===== config.mk =====
export PLATFORM = sky130hd
export DESIGN_NAME = color_mapper
export DESIGN_NICKNAME = d
export VERILOG_FILES = /design/src/common/mapper_pkg.sv /design/src/common/pixel_if.sv /design/src/avatar_layer/avatar_layer.sv /design/src/hw/color_mapper.sv /design/src/hw/palette_regs.sv /design/src/hw/pixel_compose.sv /design/src/tile_layer/tile_layer.sv
export SDC_FILE = /design/constraint.sdc
export NUM_CORES = 2
export LEC_CHECK = 0
export BUFFER_PORTS_ARGS = -buffer_cell sky130_fd_sc_hd__buf_4
export CAP_MARGIN = 40
export CORE_AREA = 2 2 324 326
export DETAILED_ROUTE_END_ITERATION = 10
export DIE_AREA = 0 0 326 328
export RECOVER_POWER = 50
export SLEW_MARGIN = 10
export SYNTH_ARGS = -nofsm -noshare
export SYNTH_HDL_FRONTEND = slang
export SYNTH_SLANG_ARGS = --single-unit

===== constraint.sdc =====
create_clock -name clk -period 18.7 [get_ports clk]
set_clock_uncertainty 0.1 [all_clocks]
set_input_delay 0.935 -clock clk [delete_from_list [all_inputs] [get_ports clk]]
set_output_delay 0.935 -clock clk [all_outputs]
set_load 0.05 [all_outputs]

===== src/common/mapper_pkg.sv =====
`default_nettype none

package mapper_pkg;

	// ------------------------------
	// Field geometry
	// ------------------------------
	localparam int CELL_PX = 40;
	localparam int GRID_N = 12;
	localparam int FIELD_W = 480;            // Side panel starts here.
	localparam int MAP_BITS = 144;
	localparam int COIN_LO = 13;
	localparam int COIN_HI = 28;
	localparam int AV_HALF_W = 20;
	localparam int AV_UP = 40;               // Box reaches higher above the anchor.
	localparam int AV_DOWN = 20;
	localparam int COORD_W = 10;
	localparam logic [1:0] STATE_PLAY = 2'b01;

	// ------------------------------
	// Palette
	// ------------------------------
	localparam int PAL_DEPTH = 16;
	localparam int PAL_IDX_W = 4;
	localparam int RGB_W = 24;

	typedef logic [PAL_IDX_W-1:0] pal_idx_t;
	typedef logic [RGB_W-1:0] rgb_t;         // Red in the top byte.

	localparam pal_idx_t SLOT_BORDER = 4'd0;
	localparam pal_idx_t SLOT_GROUND = 4'd1;
	localparam pal_idx_t SLOT_BOMB = 4'd2;
	localparam pal_idx_t SLOT_WALL = 4'd3;
	localparam pal_idx_t SLOT_FLAME = 4'd4;
	localparam pal_idx_t SLOT_TREE = 4'd5;
	localparam pal_idx_t SLOT_COIN = 4'd6;
	localparam pal_idx_t SLOT_P1_BASE = 4'd8;  // Plus front, back, left, right.
	localparam pal_idx_t SLOT_P2_BASE = 4'd12;

	localparam rgb_t PAL_RESET [0:PAL_DEPTH-1] = '{
		24'h343D46, 24'h6B8E23, 24'h202020, 24'h808080,
		24'hFF6A00, 24'h2E7D32, 24'hE1D700, 24'h000000,
		24'hFFDF00, 24'hF0C000, 24'hE0A800, 24'hD09000,  // Player 1 shades.
		24'h33FFFF, 24'h22DDEE, 24'h11BBDD, 24'h0099CC   // Player 2 shades.
	};

endpackage

`default_nettype wire


===== src/common/pixel_if.sv =====
`default_nettype none

interface pixel_if;

	logic [mapper_pkg::COORD_W-1:0] x;
	logic [mapper_pkg::COORD_W-1:0] y;
	logic play;                              // Game is in the play state.
	logic in_field;                          // Play state and left of the panel.

	// Front register side.
	modport stage
	(
		output x,
		output y,
		output play,
		output in_field
	);

	// Layer stages.
	modport layer
	(
		input x,
		input y,
		input play,
		input in_field
	);

endinterface

`default_nettype wire


===== src/avatar_layer/avatar_layer.sv =====
`default_nettype none

module avatar_layer
(
	input wire clk,
	input wire rst,
	pixel_if.layer pix,
	input wire [mapper_pkg::COORD_W-1:0] avatar_x_1,
	input wire [mapper_pkg::COORD_W-1:0] avatar_y_1,
	input wire [1:0] avatar_dir_1,
	input wire [mapper_pkg::COORD_W-1:0] avatar_x_2,
	input wire [mapper_pkg::COORD_W-1:0] avatar_y_2,
	input wire [1:0] avatar_dir_2,
	output logic av_hit,
	output mapper_pkg::pal_idx_t av_slot
);

	logic hit_1;
	logic hit_2;
	mapper_pkg::pal_idx_t slot_1;
	mapper_pkg::pal_idx_t slot_2;

	// Box is anchored at the feet, so it reaches further up.
	function automatic logic in_box
	(
		input logic [mapper_pkg::COORD_W-1:0] px,
		input logic [mapper_pkg::COORD_W-1:0] py,
		input logic [mapper_pkg::COORD_W-1:0] ax,
		input logic [mapper_pkg::COORD_W-1:0] ay
	);
		int dx;
		int dy;
		dx = int'(px) - int'(ax);
		dy = int'(py) - int'(ay);
		return (dx >= -mapper_pkg::AV_HALF_W) && (dx < mapper_pkg::AV_HALF_W)
			&& (dy >= -mapper_pkg::AV_UP) && (dy < mapper_pkg::AV_DOWN);
	endfunction

	// ------------------------------
	// Hit boxes
	// ------------------------------
	assign hit_1 = pix.play && in_box(pix.x, pix.y, avatar_x_1, avatar_y_1);
	assign hit_2 = pix.play && in_box(pix.x, pix.y, avatar_x_2, avatar_y_2);

	assign slot_1 = mapper_pkg::SLOT_P1_BASE + {2'b00, avatar_dir_1};  // Facing picks shade.
	assign slot_2 = mapper_pkg::SLOT_P2_BASE + {2'b00, avatar_dir_2};

	always_ff @(posedge clk)
	begin
		if (rst)
			av_hit <= 1'b0;
		else
			av_hit <= hit_1 || hit_2;
		av_slot <= hit_1 ? slot_1 : slot_2;  // Player 1 on top.
	end

endmodule

`default_nettype wire


===== src/hw/color_mapper.sv =====
`default_nettype none

module color_mapper
(
	input wire clk,
	input wire rst,
	input wire [mapper_pkg::COORD_W-1:0] draw_x,
	input wire [mapper_pkg::COORD_W-1:0] draw_y,
	input wire [1:0] game_state,
	input wire [mapper_pkg::COORD_W-1:0] avatar_x_1,
	input wire [mapper_pkg::COORD_W-1:0] avatar_y_1,
	input wire [mapper_pkg::COORD_W-1:0] avatar_x_2,
	input wire [mapper_pkg::COORD_W-1:0] avatar_y_2,
	input wire [1:0] avatar_dir_1,
	input wire [1:0] avatar_dir_2,
	input wire [mapper_pkg::MAP_BITS-1:0] wall_map,
	input wire [mapper_pkg::MAP_BITS-1:0] tree_map,
	input wire [mapper_pkg::MAP_BITS-1:0] treasure_map,
	input wire [mapper_pkg::MAP_BITS-1:0] bomb_map,
	input wire [mapper_pkg::MAP_BITS-1:0] flame_map,
	input wire pal_we,
	input wire [mapper_pkg::PAL_IDX_W-1:0] pal_addr,
	input wire [mapper_pkg::RGB_W-1:0] pal_data,
	output logic [7:0] vga_r,
	output logic [7:0] vga_g,
	output logic [7:0] vga_b
);

	pixel_if pix ();

	logic tile_hit;
	mapper_pkg::pal_idx_t tile_slot;
	logic av_hit;
	mapper_pkg::pal_idx_t av_slot;
	mapper_pkg::pal_idx_t rd_idx;
	mapper_pkg::rgb_t rd_color;
	mapper_pkg::rgb_t rgb;

	// ------------------------------
	// Front stage
	// ------------------------------
	always_ff @(posedge clk)
	begin
		if (rst)
		begin
			pix.play <= 1'b0;
			pix.in_field <= 1'b0;
		end
		else
		begin
			pix.play <= (game_state == mapper_pkg::STATE_PLAY);
			pix.in_field <= (game_state == mapper_pkg::STATE_PLAY)
				&& (int'(draw_x) < mapper_pkg::FIELD_W);
		end
		pix.x <= draw_x;
		pix.y <= draw_y;
	end

	tile_layer i_tile_layer (.clk(clk), .rst(rst), .pix(pix), .wall_map(wall_map),
		.tree_map(tree_map), .treasure_map(treasure_map), .bomb_map(bomb_map),
		.flame_map(flame_map), .tile_hit(tile_hit), .tile_slot(tile_slot));

	avatar_layer i_avatar_layer (.clk(clk), .rst(rst), .pix(pix),
		.avatar_x_1(avatar_x_1), .avatar_y_1(avatar_y_1), .avatar_dir_1(avatar_dir_1),
		.avatar_x_2(avatar_x_2), .avatar_y_2(avatar_y_2), .avatar_dir_2(avatar_dir_2),
		.av_hit(av_hit), .av_slot(av_slot));

	palette_regs i_palette_regs (.clk(clk), .rst(rst), .pal_we(pal_we),
		.pal_addr(pal_addr), .pal_data(pal_data), .rd_idx(rd_idx), .rd_color(rd_color));

	pixel_compose i_pixel_compose (.clk(clk), .rst(rst), .av_hit(av_hit),
		.av_slot(av_slot), .tile_hit(tile_hit), .tile_slot(tile_slot),
		.rd_idx(rd_idx), .rd_color(rd_color), .rgb(rgb));

	assign vga_r = rgb[23:16];
	assign vga_g = rgb[15:8];
	assign vga_b = rgb[7:0];

endmodule

`default_nettype wire


===== src/hw/palette_regs.sv =====
`default_nettype none

module palette_regs
(
	input wire clk,
	input wire rst,
	input wire pal_we,
	input wire mapper_pkg::pal_idx_t pal_addr,
	input wire mapper_pkg::rgb_t pal_data,
	input wire mapper_pkg::pal_idx_t rd_idx,
	output mapper_pkg::rgb_t rd_color
);

	mapper_pkg::rgb_t pal [0:mapper_pkg::PAL_DEPTH-1];

	// ------------------------------
	// Write port
	// ------------------------------
	always_ff @(posedge clk)
	begin
		if (rst)
			pal <= mapper_pkg::PAL_RESET;        // Default game colors.
		else if (pal_we)
			pal[pal_addr] <= pal_data;
	end

	// Old contents until the edge after a write.
	assign rd_color = pal[rd_idx];

endmodule

`default_nettype wire


===== src/hw/pixel_compose.sv =====
`default_nettype none

module pixel_compose
(
	input wire clk,
	input wire rst,
	input wire av_hit,
	input wire mapper_pkg::pal_idx_t av_slot,
	input wire tile_hit,
	input wire mapper_pkg::pal_idx_t tile_slot,
	output mapper_pkg::pal_idx_t rd_idx,
	input wire mapper_pkg::rgb_t rd_color,
	output mapper_pkg::rgb_t rgb
);

	// ------------------------------
	// Slot select
	// ------------------------------
	always_comb
	begin
		if (av_hit)
			rd_idx = av_slot;                    // Avatars cover tiles.
		else if (tile_hit)
			rd_idx = tile_slot;
		else
			rd_idx = mapper_pkg::SLOT_BORDER;
	end

	// ------------------------------
	// Output register
	// ------------------------------
	always_ff @(posedge clk)
	begin
		if (rst)
			rgb <= mapper_pkg::PAL_RESET[mapper_pkg::SLOT_BORDER];
		else
			rgb <= rd_color;
	end

endmodule

`default_nettype wire


===== src/tile_layer/tile_layer.sv =====
`default_nettype none

module tile_layer
(
	input wire clk,
	input wire rst,
	pixel_if.layer pix,
	input wire [mapper_pkg::MAP_BITS-1:0] wall_map,
	input wire [mapper_pkg::MAP_BITS-1:0] tree_map,
	input wire [mapper_pkg::MAP_BITS-1:0] treasure_map,
	input wire [mapper_pkg::MAP_BITS-1:0] bomb_map,
	input wire [mapper_pkg::MAP_BITS-1:0] flame_map,
	output logic tile_hit,
	output mapper_pkg::pal_idx_t tile_slot
);

	int cell_x;
	int cell_y;
	int off_x;
	int off_y;
	int cell_idx;
	logic coin_box;
	mapper_pkg::pal_idx_t slot_next;

	// Rows past the grid read as empty.
	function automatic logic occupied
	(
		input logic [mapper_pkg::MAP_BITS-1:0] map,
		input int idx
	);
		return (idx < mapper_pkg::MAP_BITS) ? map[idx] : 1'b0;
	endfunction

	// ------------------------------
	// Cell and offset
	// ------------------------------
	always_comb
	begin
		cell_x = int'(pix.x) / mapper_pkg::CELL_PX;
		cell_y = int'(pix.y) / mapper_pkg::CELL_PX;
		off_x = int'(pix.x) - cell_x * mapper_pkg::CELL_PX;
		off_y = int'(pix.y) - cell_y * mapper_pkg::CELL_PX;
		cell_idx = cell_y * mapper_pkg::GRID_N + cell_x;
	end

	assign coin_box = (off_x >= mapper_pkg::COIN_LO) && (off_x <= mapper_pkg::COIN_HI)
		&& (off_y >= mapper_pkg::COIN_LO) && (off_y <= mapper_pkg::COIN_HI);

	// ------------------------------
	// Layer priority
	// ------------------------------
	always_comb
	begin
		if (occupied(bomb_map, cell_idx))
			slot_next = mapper_pkg::SLOT_BOMB;
		else if (occupied(wall_map, cell_idx))
			slot_next = mapper_pkg::SLOT_WALL;
		else if (occupied(flame_map, cell_idx))
			slot_next = mapper_pkg::SLOT_FLAME;
		else if (occupied(tree_map, cell_idx))
			slot_next = mapper_pkg::SLOT_TREE;
		else if (coin_box && occupied(treasure_map, cell_idx))
			slot_next = mapper_pkg::SLOT_COIN;
		else
			slot_next = mapper_pkg::SLOT_GROUND;  // Bare floor.
	end

	always_ff @(posedge clk)
	begin
		if (rst)
			tile_hit <= 1'b0;
		else
			tile_hit <= pix.in_field;
		tile_slot <= slot_next;
	end

endmodule

`default_nettype wire

=== After elaboration in Yosys (flattened, before gate mapping) ===
Cells that the tools add are included.
Widths: inputs -> output; s select.

* Magnitude comparators: 18
* Bitwise logic cells: 2
* Reductions and logical operators: 17
* Equality and inequality tests: 1
* $add $sub $neg: 9
* Mux-type cells: 33
* Div/mod/pow operators: 2
* $mul: 3

{| class="wikitable"
|+ Operators with widths
! kind !! number
|-
| $bwmux 384 || 1
|-
| $lt 32x6->1 const B || 4
|-
| $bmux 24 s4 || 1
|-
| $demux 24 s4 || 1
|-
| $mux 24 || 3
|-
| $div 11x7->32 const B || 2
|-
| $ge 32x5->1 const B || 2
|-
| $ge 32x6->1 const B || 2
|-
| $ge 32x7->1 const B || 2
|-
| $le 32x6->1 const B || 2
|-
| $mul 32x4->29 const B || 2
|-
| $sub 11x32->32 || 2
|-
| $sub 10x10->11 || 4
|-
| $bmux 1 s8 || 5
|-
| $add 32x32->32 || 1
|-
| $lt 32x10->1 const B || 1
|-
| $lt 32x9->1 const B || 1
|-
| $mul 32x3->30 const B || 1
|-
| $mux 1 || 16
|-
| $logic_and 1x1->1 || 14
|-
| $mux 4 || 3
|-
| $ge 5x5->1 const B || 2
|-
| $lt 10x9->1 const B || 1
|-
| $not 4->5 || 2
|-
| other kinds (8) || 10
|}

* Flip-flop bits (word level): 440
* Input bits: 817
* Logic and storage cells: 112

=== Depth between registers and ports, before layout ===
* Depth after elaboration: 12
* Mapped depth: 40

=== Hierarchy ===
Synthesis repeated with hierarchy kept, for this count alone.

* Cell total of the unflattened synthesis: 3585
* Area total of the unflattened synthesis: 30170.2 µm²

{| class="wikitable"
|+ By module, submodules not included
! module !! cells each !! times used !! area each (µm²)
|-
| palette_regs || 1835 || 1 || 17434.2
|-
| tile_layer || 1399 || 1 || 9623.0
|-
| avatar_layer || 267 || 1 || 1940.6
|-
| pixel_compose || 59 || 1 || 704.4
|-
| color_mapper || 25 || 1 || 467.9
|}

=== Least setup slack after synthesis ===
Ideal clock, no wire load.

* Path kind: reg2reg
* Start point: reg pix.x[7] (netlist bit)
* End point: reg i_tile_layer.tile_slot[0]
* Data required time: 18.481 ns
* Setup slack: 11.042 ns
* Stages on the path, launching flop included: 38
* Clock period less this slack: 7.658 ns
* Library setup time: 0.119 ns
* Arrival time: 7.440 ns
* Cells stage by stage: dfxtp_1 -> buf_4 -> buf_2 -> or2_2 -> ha_1 -> buf_2 -> and4b_1 -> a211oi_2 -> a21oi_1 -> a311o_1 -> or3_1 -> buf_4 -> nand4_4 -> buf_6 -> buf_6 -> buf_6 -> buf_4 -> buf_2 -> [... 2 more ...] -> inv_1 -> fa_1 -> ha_1 -> nand2_1 -> a21boi_0 -> o21ai_0 -> nand2b_1 -> ha_1 -> nand4bb_1 -> nor3_1 -> nand3_1 -> nor3_1 -> nand4_1 -> or4_1 -> nor3_1 -> a31oi_1 -> or3_1 -> o221a_1

* Longest elaborated chain between the ends: 12

{| class="wikitable"
|+ Ends and longest elaborated chain
! item !! RTL line !! source
|-
| start: declaration || pixel_if.sv:5 || <nowiki>logic [mapper_pkg::COORD_W-1:0] x;</nowiki>
|-
| start signal: assignment || color_mapper.sv:55 || <nowiki>pix.x <= draw_x;</nowiki>
|-
| $div 11x7->32 || tile_layer.sv:39 || <nowiki>cell_x = int'(pix.x) / mapper_pkg::CELL_PX;</nowiki>
|-
| $mul 32x4->29 || tile_layer.sv:41 || <nowiki>off_x = int'(pix.x) - cell_x * mapper_pkg::CELL_PX;</nowiki>
|-
| $sub 11x32->32 || tile_layer.sv:41 ||
|-
| $ge 32x5->1 / $le 32x6->1 (equally long branches) || tile_layer.sv:46 || <nowiki>assign coin_box = (off_x >= mapper_pkg::COIN_LO) && (off_x <= mapper_pkg::COIN_HI)</nowiki>
|-
| $logic_and 1x1->1 || tile_layer.sv:46 ||
|-
| $logic_and 1x1->1 (2 in a row) || tile_layer.sv:47 || <nowiki>&& (off_y >= mapper_pkg::COIN_LO) && (off_y <= mapper_pkg::COIN_HI);</nowiki>
|-
| $logic_and 1x1->1 || tile_layer.sv:62 || <nowiki>else if (coin_box && occupied(treasure_map, cell_idx))</nowiki>
|-
| $mux 3 || tile_layer.sv:62 ||
|-
| $mux 3 || tile_layer.sv:60 || <nowiki>else if (occupied(tree_map, cell_idx))</nowiki>
|-
| $mux 3 || tile_layer.sv:58 || <nowiki>else if (occupied(flame_map, cell_idx))</nowiki>
|-
| $mux 1 || tile_layer.sv:56 || <nowiki>else if (occupied(wall_map, cell_idx))</nowiki>
|-
| end signal: assignment || tile_layer.sv:74 || <nowiki>tile_slot <= slot_next;</nowiki>
|-
| end: declaration || tile_layer.sv:14 || <nowiki>output mapper_pkg::pal_idx_t tile_slot</nowiki>
|}

Parallel ways exist; a longest one is shown, timed or not. The select of a mux whose other input is x is not followed.
A chain may end at the register's enable or synchronous reset.

=== Worst setup path in the final report ===
* Start point: reg pix.x[8] (netlist bit)
* End point: reg i_tile_layer.tile_slot[0]

The elaborated chain is that of the path after synthesis.

==> flow_summary.html <==
<table>
<tr><th>Metric</th><th>Value</th></tr>
<tr><th colspan="2">Critical path</th></tr>
<tr><td>Slowest stage delay, CP</td><td>830 ps</td></tr>
<tr><td>Crit Path Class</td><td>reg2reg</td></tr>
<tr><td>Worst setup path endpoint</td><td>i_tile_layer.tile_slot[0]</td></tr>
<tr><td>Worst Setup End Kind</td><td>flip-flop</td></tr>
<tr><td>Required time of the worst setup path</td><td>19090 ps</td></tr>
<tr><td>Maximum fanout encountered on the critical timing path</td><td>88</td></tr>
<tr><td>Register-to-register setup slack</td><td>9570 ps</td></tr>
<tr><td>Crit path launch</td><td>pix.x[8]</td></tr>
<tr><td>Reg2Reg Depth</td><td>30</td></tr>
<tr><td>Arrival time reported for the critical path endpoint</td><td>9520 ps</td></tr>
<tr><td>Beginning of the worst register-to-register path</td><td>pix.x[8]</td></tr>
<tr><td>Cell with the largest stage delay on the worst path</td><td>sky130_fd_sc_hd__dfxtp_1</td></tr>
<tr><td>Critical path launch point type</td><td>flip-flop</td></tr>
<tr><td>Most frequent cell on the critical path</td><td>sky130_fd_sc_hd__ha_1</td></tr>
<tr><td>Destination of the worst register-to-register timing path</td><td>i_tile_layer.tile_slot[0]</td></tr>
<tr><th colspan="2">Pwr</th></tr>
<tr><td>Leakage power</td><td>16.8 nW</td></tr>
<tr><td>Pwr dens</td><td>96.1 nW/um^2</td></tr>
<tr><td>Maximum VDD drop</td><td>0.0779 mV</td></tr>
<tr><th colspan="2">Clocking</th></tr>
<tr><td>Clock buffers created by TritonCTS</td><td>47</td></tr>
<tr><td>Buffers from clock root to sink, at most</td><td>3</td></tr>
<tr><td>Master cell of the clock root buffer</td><td>sky130_fd_sc_hd__clkbuf_16</td></tr>
<tr><td>CTS hold repair buffers</td><td>0</td></tr>
<tr><td>Resize count post-CTS</td><td>0</td></tr>
<tr><td>TritonCTS clock tree</td><td>done</td></tr>
<tr><td>Count of clock tree sinks</td><td>438</td></tr>
<tr><td>Clock H-tree levels</td><td>2</td></tr>
<tr><td>Number of buffers inserted by post-CTS setup repair</td><td>0</td></tr>
<tr><td>Clk pin slew, worst setup/hold paths</td><td>70 ps</td></tr>
<tr><td>Clock latency on the worst-skew pair</td><td>610 ps</td></tr>
<tr><th colspan="2">Synth</th></tr>
<tr><td>Synthesized area</td><td>29500 sq um</td></tr>
<tr><td>Async set or reset register ratio after synthesis</td><td>0%</td></tr>
<tr><td>Mean instance size in the synthesized netlist</td><td>7.09 sq um</td></tr>
<tr><td>Most frequently used flop master after synthesis</td><td>sky130_fd_sc_hd__dfxtp_1</td></tr>
<tr><td>Net count of the mapped netlist</td><td>5064</td></tr>
<tr><td>Gate count of the mapped netlist</td><td>4155</td></tr>
<tr><td>Synthesis-stage register bit count</td><td>438</td></tr>
<tr><td>Number of warnings reported in the yosys synthesis log</td><td>0</td></tr>
<tr><td>Number of unique standard cell types used by synthesis</td><td>94</td></tr>
<tr><td>Number of enable-type register cells in the synthesized netlist</td><td>0</td></tr>
<tr><td>Fraction of the yosys area taken by sequential cells</td><td>29.8%</td></tr>
<tr><th colspan="2">Timing</th></tr>
<tr><td>Setup violators final</td><td>0</td></tr>
<tr><td>RSZ-0062 raised after global routing</td><td>false</td></tr>
<tr><td>Final period utilization</td><td>48.8%</td></tr>
<tr><td>Final count of pins violating max slew</td><td>252</td></tr>
<tr><td>Slew HR</td><td>-347%</td></tr>
<tr><td>Setup TNS</td><td>0 ps</td></tr>
<tr><td>Maximum achievable frequency</td><td>0.110 GHz</td></tr>
<tr><td>Shortest period the worst path allows</td><td>9130 ps</td></tr>
<tr><td>Final Hold Violating Endpoints</td><td>0</td></tr>
<tr><td>Pin slew with the least headroom to its limit</td><td>6700 ps</td></tr>
<tr><th colspan="2">Floorplanning</th></tr>
<tr><td>I/O pin count</td><td>841</td></tr>
<tr><td>CORE AREA</td><td>103000 sq um</td></tr>
<tr><td>Die extent in y</td><td>328 microns</td></tr>
<tr><td>Initial Utilization</td><td>28.6%</td></tr>
<tr><td>Placement row count</td><td>118</td></tr>
<tr><td>Die Width</td><td>326 microns</td></tr>
<tr><td>Die outline area</td><td>107000 sq um</td></tr>
<tr><th colspan="2">Status</th></tr>
<tr><td>Failing checks</td><td>capacitance limit, slew limit</td></tr>
<tr><td>Outcome</td><td>finished with violations</td></tr>
<tr><th colspan="2">Detailed routing</th></tr>
<tr><td>Post-route DRC violation count</td><td>0</td></tr>
<tr><td>1st-iter DRT viols</td><td>3767</td></tr>
<tr><td>Final Routed Wirelength</td><td>164000 microns</td></tr>
<tr><td>Number of antenna-violating nets in the routed design</td><td>0</td></tr>
<tr><td>Vias post-DR</td><td>34256</td></tr>
<tr><td>Via count normalized by instance count</td><td>5.51</td></tr>
<tr><td>Number of detailed-route iterations in the first pass</td><td>8</td></tr>
<tr><td>Wire per inst</td><td>26.4 microns</td></tr>
<tr><th colspan="2">Final layout</th></tr>
<tr><td>Leading cell types in the layout, fill and taps excluded</td><td>sky130_fd_sc_hd__nand2_1 (1505), sky130_fd_sc_hd__buf_4 (881), sky130_fd_sc_hd__dfxtp_1 (437)</td></tr>
<tr><td>Fillers</td><td>10880</td></tr>
<tr><td>Area growth syn-to-layout</td><td>30.7%</td></tr>
<tr><td>Nets</td><td>5693</td></tr>
<tr><td>Number of standard cells in the final layout excluding fillers</td><td>6217</td></tr>
<tr><td>Most common cell after layout, fill and taps aside</td><td>sky130_fd_sc_hd__nand2_1</td></tr>
<tr><td>Fraction of layout instances using a drive strength above 1</td><td>23.2%</td></tr>
<tr><th colspan="2">Global route</th></tr>
<tr><td>Global-route total usage across every layer</td><td>29.2%</td></tr>
<tr><td>Overflow left after global routing</td><td>0</td></tr>
<tr><td>Wire length of the first global-routing pass</td><td>230000 microns</td></tr>
<tr><td>Vias in the first global route</td><td>32166</td></tr>
<tr><td>Number of antenna violations at the first check in global routing</td><td>36</td></tr>
<tr><td>Largest net degree at the start of global routing</td><td>154</td></tr>
<tr><th colspan="2">Worst hold path</th></tr>
<tr><td>Class of the tightest hold or removal check</td><td>reg2reg</td></tr>
<tr><th colspan="2">Job</th></tr>
<tr><td>Max-cap viol count</td><td>3</td></tr>
<tr><th colspan="2">Placed design</th></tr>
<tr><td>Placed insts</td><td>6112</td></tr>
<tr><td>Placer congestion estimate</td><td>0.984</td></tr>
<tr><td>Post-detail-place hpwl</td><td>123000 microns</td></tr>
<tr><td>Port Buffer Count</td><td>840</td></tr>
</table>
state kept, by name, indices dropped and copies added, names as in the netlist:
| name | flops |
|---|---|
| i_tile_layer.tile_hit | 1 |
| pix.x | 10 |
| pix.play | 1 |
| i_avatar_layer.av_slot | 3 |
| pix.in_field | 1 |
| i_pixel_compose.rgb | 24 |
| i_avatar_layer.av_hit | 1 |
| pix.y | 10 |
| i_tile_layer.tile_slot | 3 |
| i_palette_regs.pal | 384 |
power by group:
| group | internal, mW | total (mW) | switching, mW |
|---|---|---|---|
| Combinational | 0.614 | 1.76 | 1.14 |
| Clock | 0.547 | 0.971 | 0.424 |
| Sequential | 0.956 | 0.975 | 0.0191 |
per-stage QoR:
step / area [sq um] / power (mW) / utilization, % / hold WS [ps] / setup WS, ps
after global routing: 38500 / 3.83 / 37.3 / 351 / 8970
after CTS: 38600 / 3.69 / 37.4 / 326 / 9700
after detailed placement: 37000 / 2.73 / 35.9 / 347 / 9680
after global placement: 36700 / 2.69 / 35.6 / 341 / 9500
final: 38500 / 3.70 / 37.3 / 354 / 9570
after floorplan: 29500 / 1.92 / - / 308 / 11040
critical path, delay by kind of cell (launching register included):
family | cells | cell delay, ps
xor gates and xnor gates | 1 | 190
adders and majority gates | 6 | 1790
DFF | 1 | 830
AOI/OAI and AO/OA | 7 | 1950
and+or+nand+nor | 14 | 3500
buffers and inverters | 2 | 590
final cells by class:
type / instances / area (sq um) / area share (%)
timing repair buffer: 942 / 7080 / 18.4
sequential: 438 / 8770 / 22.8
tap: 1380 / 1730 / 4.48
antenna: 17 / 42.5 / 0.110
clock buffer: 62 / 1330 / 3.46
inverter: 88 / 340 / 0.883
multi-input combinational: 3267 / 19000 / 49.3
clock inverter: 23 / 241 / 0.627
cell usage after synthesis (6+ instances only):
master / number / area [sq um]
sky130_fd_sc_hd__a211oi_1: 28 / 210
sky130_fd_sc_hd__buf_6: 15 / 169
sky130_fd_sc_hd__nand3_1: 196 / 981
sky130_fd_sc_hd__nand3b_1: 161 / 1210
sky130_fd_sc_hd__a311o_1: 8 / 80.1
sky130_fd_sc_hd__nor3_1: 45 / 225
sky130_fd_sc_hd__a311oi_1: 87 / 762
sky130_fd_sc_hd__a221o_1: 7 / 70.1
sky130_fd_sc_hd__buf_2: 34 / 170
sky130_fd_sc_hd__a22o_1: 6 / 52.6
sky130_fd_sc_hd__o211ai_1: 27 / 203
sky130_fd_sc_hd__o311ai_0: 6 / 52.6
sky130_fd_sc_hd__and2_1: 8 / 50.1
sky130_fd_sc_hd__a21oi_1: 309 / 1550
sky130_fd_sc_hd__nand4_1: 26 / 163
sky130_fd_sc_hd__o31ai_1: 12 / 90.1
sky130_fd_sc_hd__clkbuf_1: 284 / 1070
sky130_fd_sc_hd__mux4_2: 57 / 1280
sky130_fd_sc_hd__or2_2: 15 / 93.8
sky130_fd_sc_hd__o2111ai_1: 6 / 52.6
sky130_fd_sc_hd__a32oi_1: 11 / 96.3
sky130_fd_sc_hd__o21ai_0: 53 / 265
sky130_fd_sc_hd__inv_1: 86 / 323
sky130_fd_sc_hd__nor2_1: 88 / 330
sky130_fd_sc_hd__ha_1: 82 / 1030
sky130_fd_sc_hd__xnor2_1: 24 / 210
sky130_fd_sc_hd__buf_4: 11 / 82.6
sky130_fd_sc_hd__xor2_1: 27 / 236
sky130_fd_sc_hd__nand2b_1: 23 / 144
sky130_fd_sc_hd__o221ai_1: 12 / 105
sky130_fd_sc_hd__nand2_1: 1507 / 5660
sky130_fd_sc_hd__and3_1: 77 / 482
sky130_fd_sc_hd__nor3b_1: 8 / 60.1
sky130_fd_sc_hd__a31oi_1: 56 / 350
sky130_fd_sc_hd__o22ai_1: 12 / 75.1
sky130_fd_sc_hd__buf_1: 17 / 63.8
sky130_fd_sc_hd__a221oi_1: 12 / 105
sky130_fd_sc_hd__dfxtp_1: 438 / 8770
sky130_fd_sc_hd__a21o_1: 37 / 278
sky130_fd_sc_hd__nor4_1: 8 / 50.1
sky130_fd_sc_hd__fa_1: 10 / 200
sky130_fd_sc_hd__mux2i_1: 85 / 851
sky130_fd_sc_hd__a22oi_1: 15 / 113
sky130_fd_sc_hd__nor2b_1: 23 / 144
logic make-up (layout without fill, tap and decap cells):
group / count (synthesis) / count (layout) / synth area share (%)
simple gates: 2215 / 2215 / 33.5
compound gates: 760 / 760 / 17.1
xor+xnor: 51 / 51 / 1.52
buf+inv: 450 / 1115 / 6.44
fa+ha+maj: 95 / 95 / 4.26
flops: 438 / 438 / 29.8
mux: 146 / 146 / 7.40
other cells: 0 / 17 / 0
layer usage:
layer	up-vias	global-route usage [%]	part of all wire, %
met5	-	0	0.034
met1	16457	37.1	39
li1	15628	-	-
met3	278	7.48	10
met4	8	10.0	3.7
met2	1885	48.1	47
how the worst min path moves through the flow:
stage	start	slack, ps	end	cells after the start
5_1_grt	draw_x[2]	350	pix.x[2]	1
3_5_place_dp	i_palette_regs.pal[168]	350	i_palette_regs.pal[168]	2
2_1_floorplan	pix.play	310	i_avatar_layer.av_slot[2]	1
4_1_cts	draw_x[3]	330	pix.x[3]	1
3_3_place_gp	i_palette_regs.pal[321]	340	i_palette_regs.pal[321]	2
6_report	i_palette_regs.pal[255]	350	i_palette_regs.pal[255]	2
No activity file was read; power rests on OpenSTA's default activity.
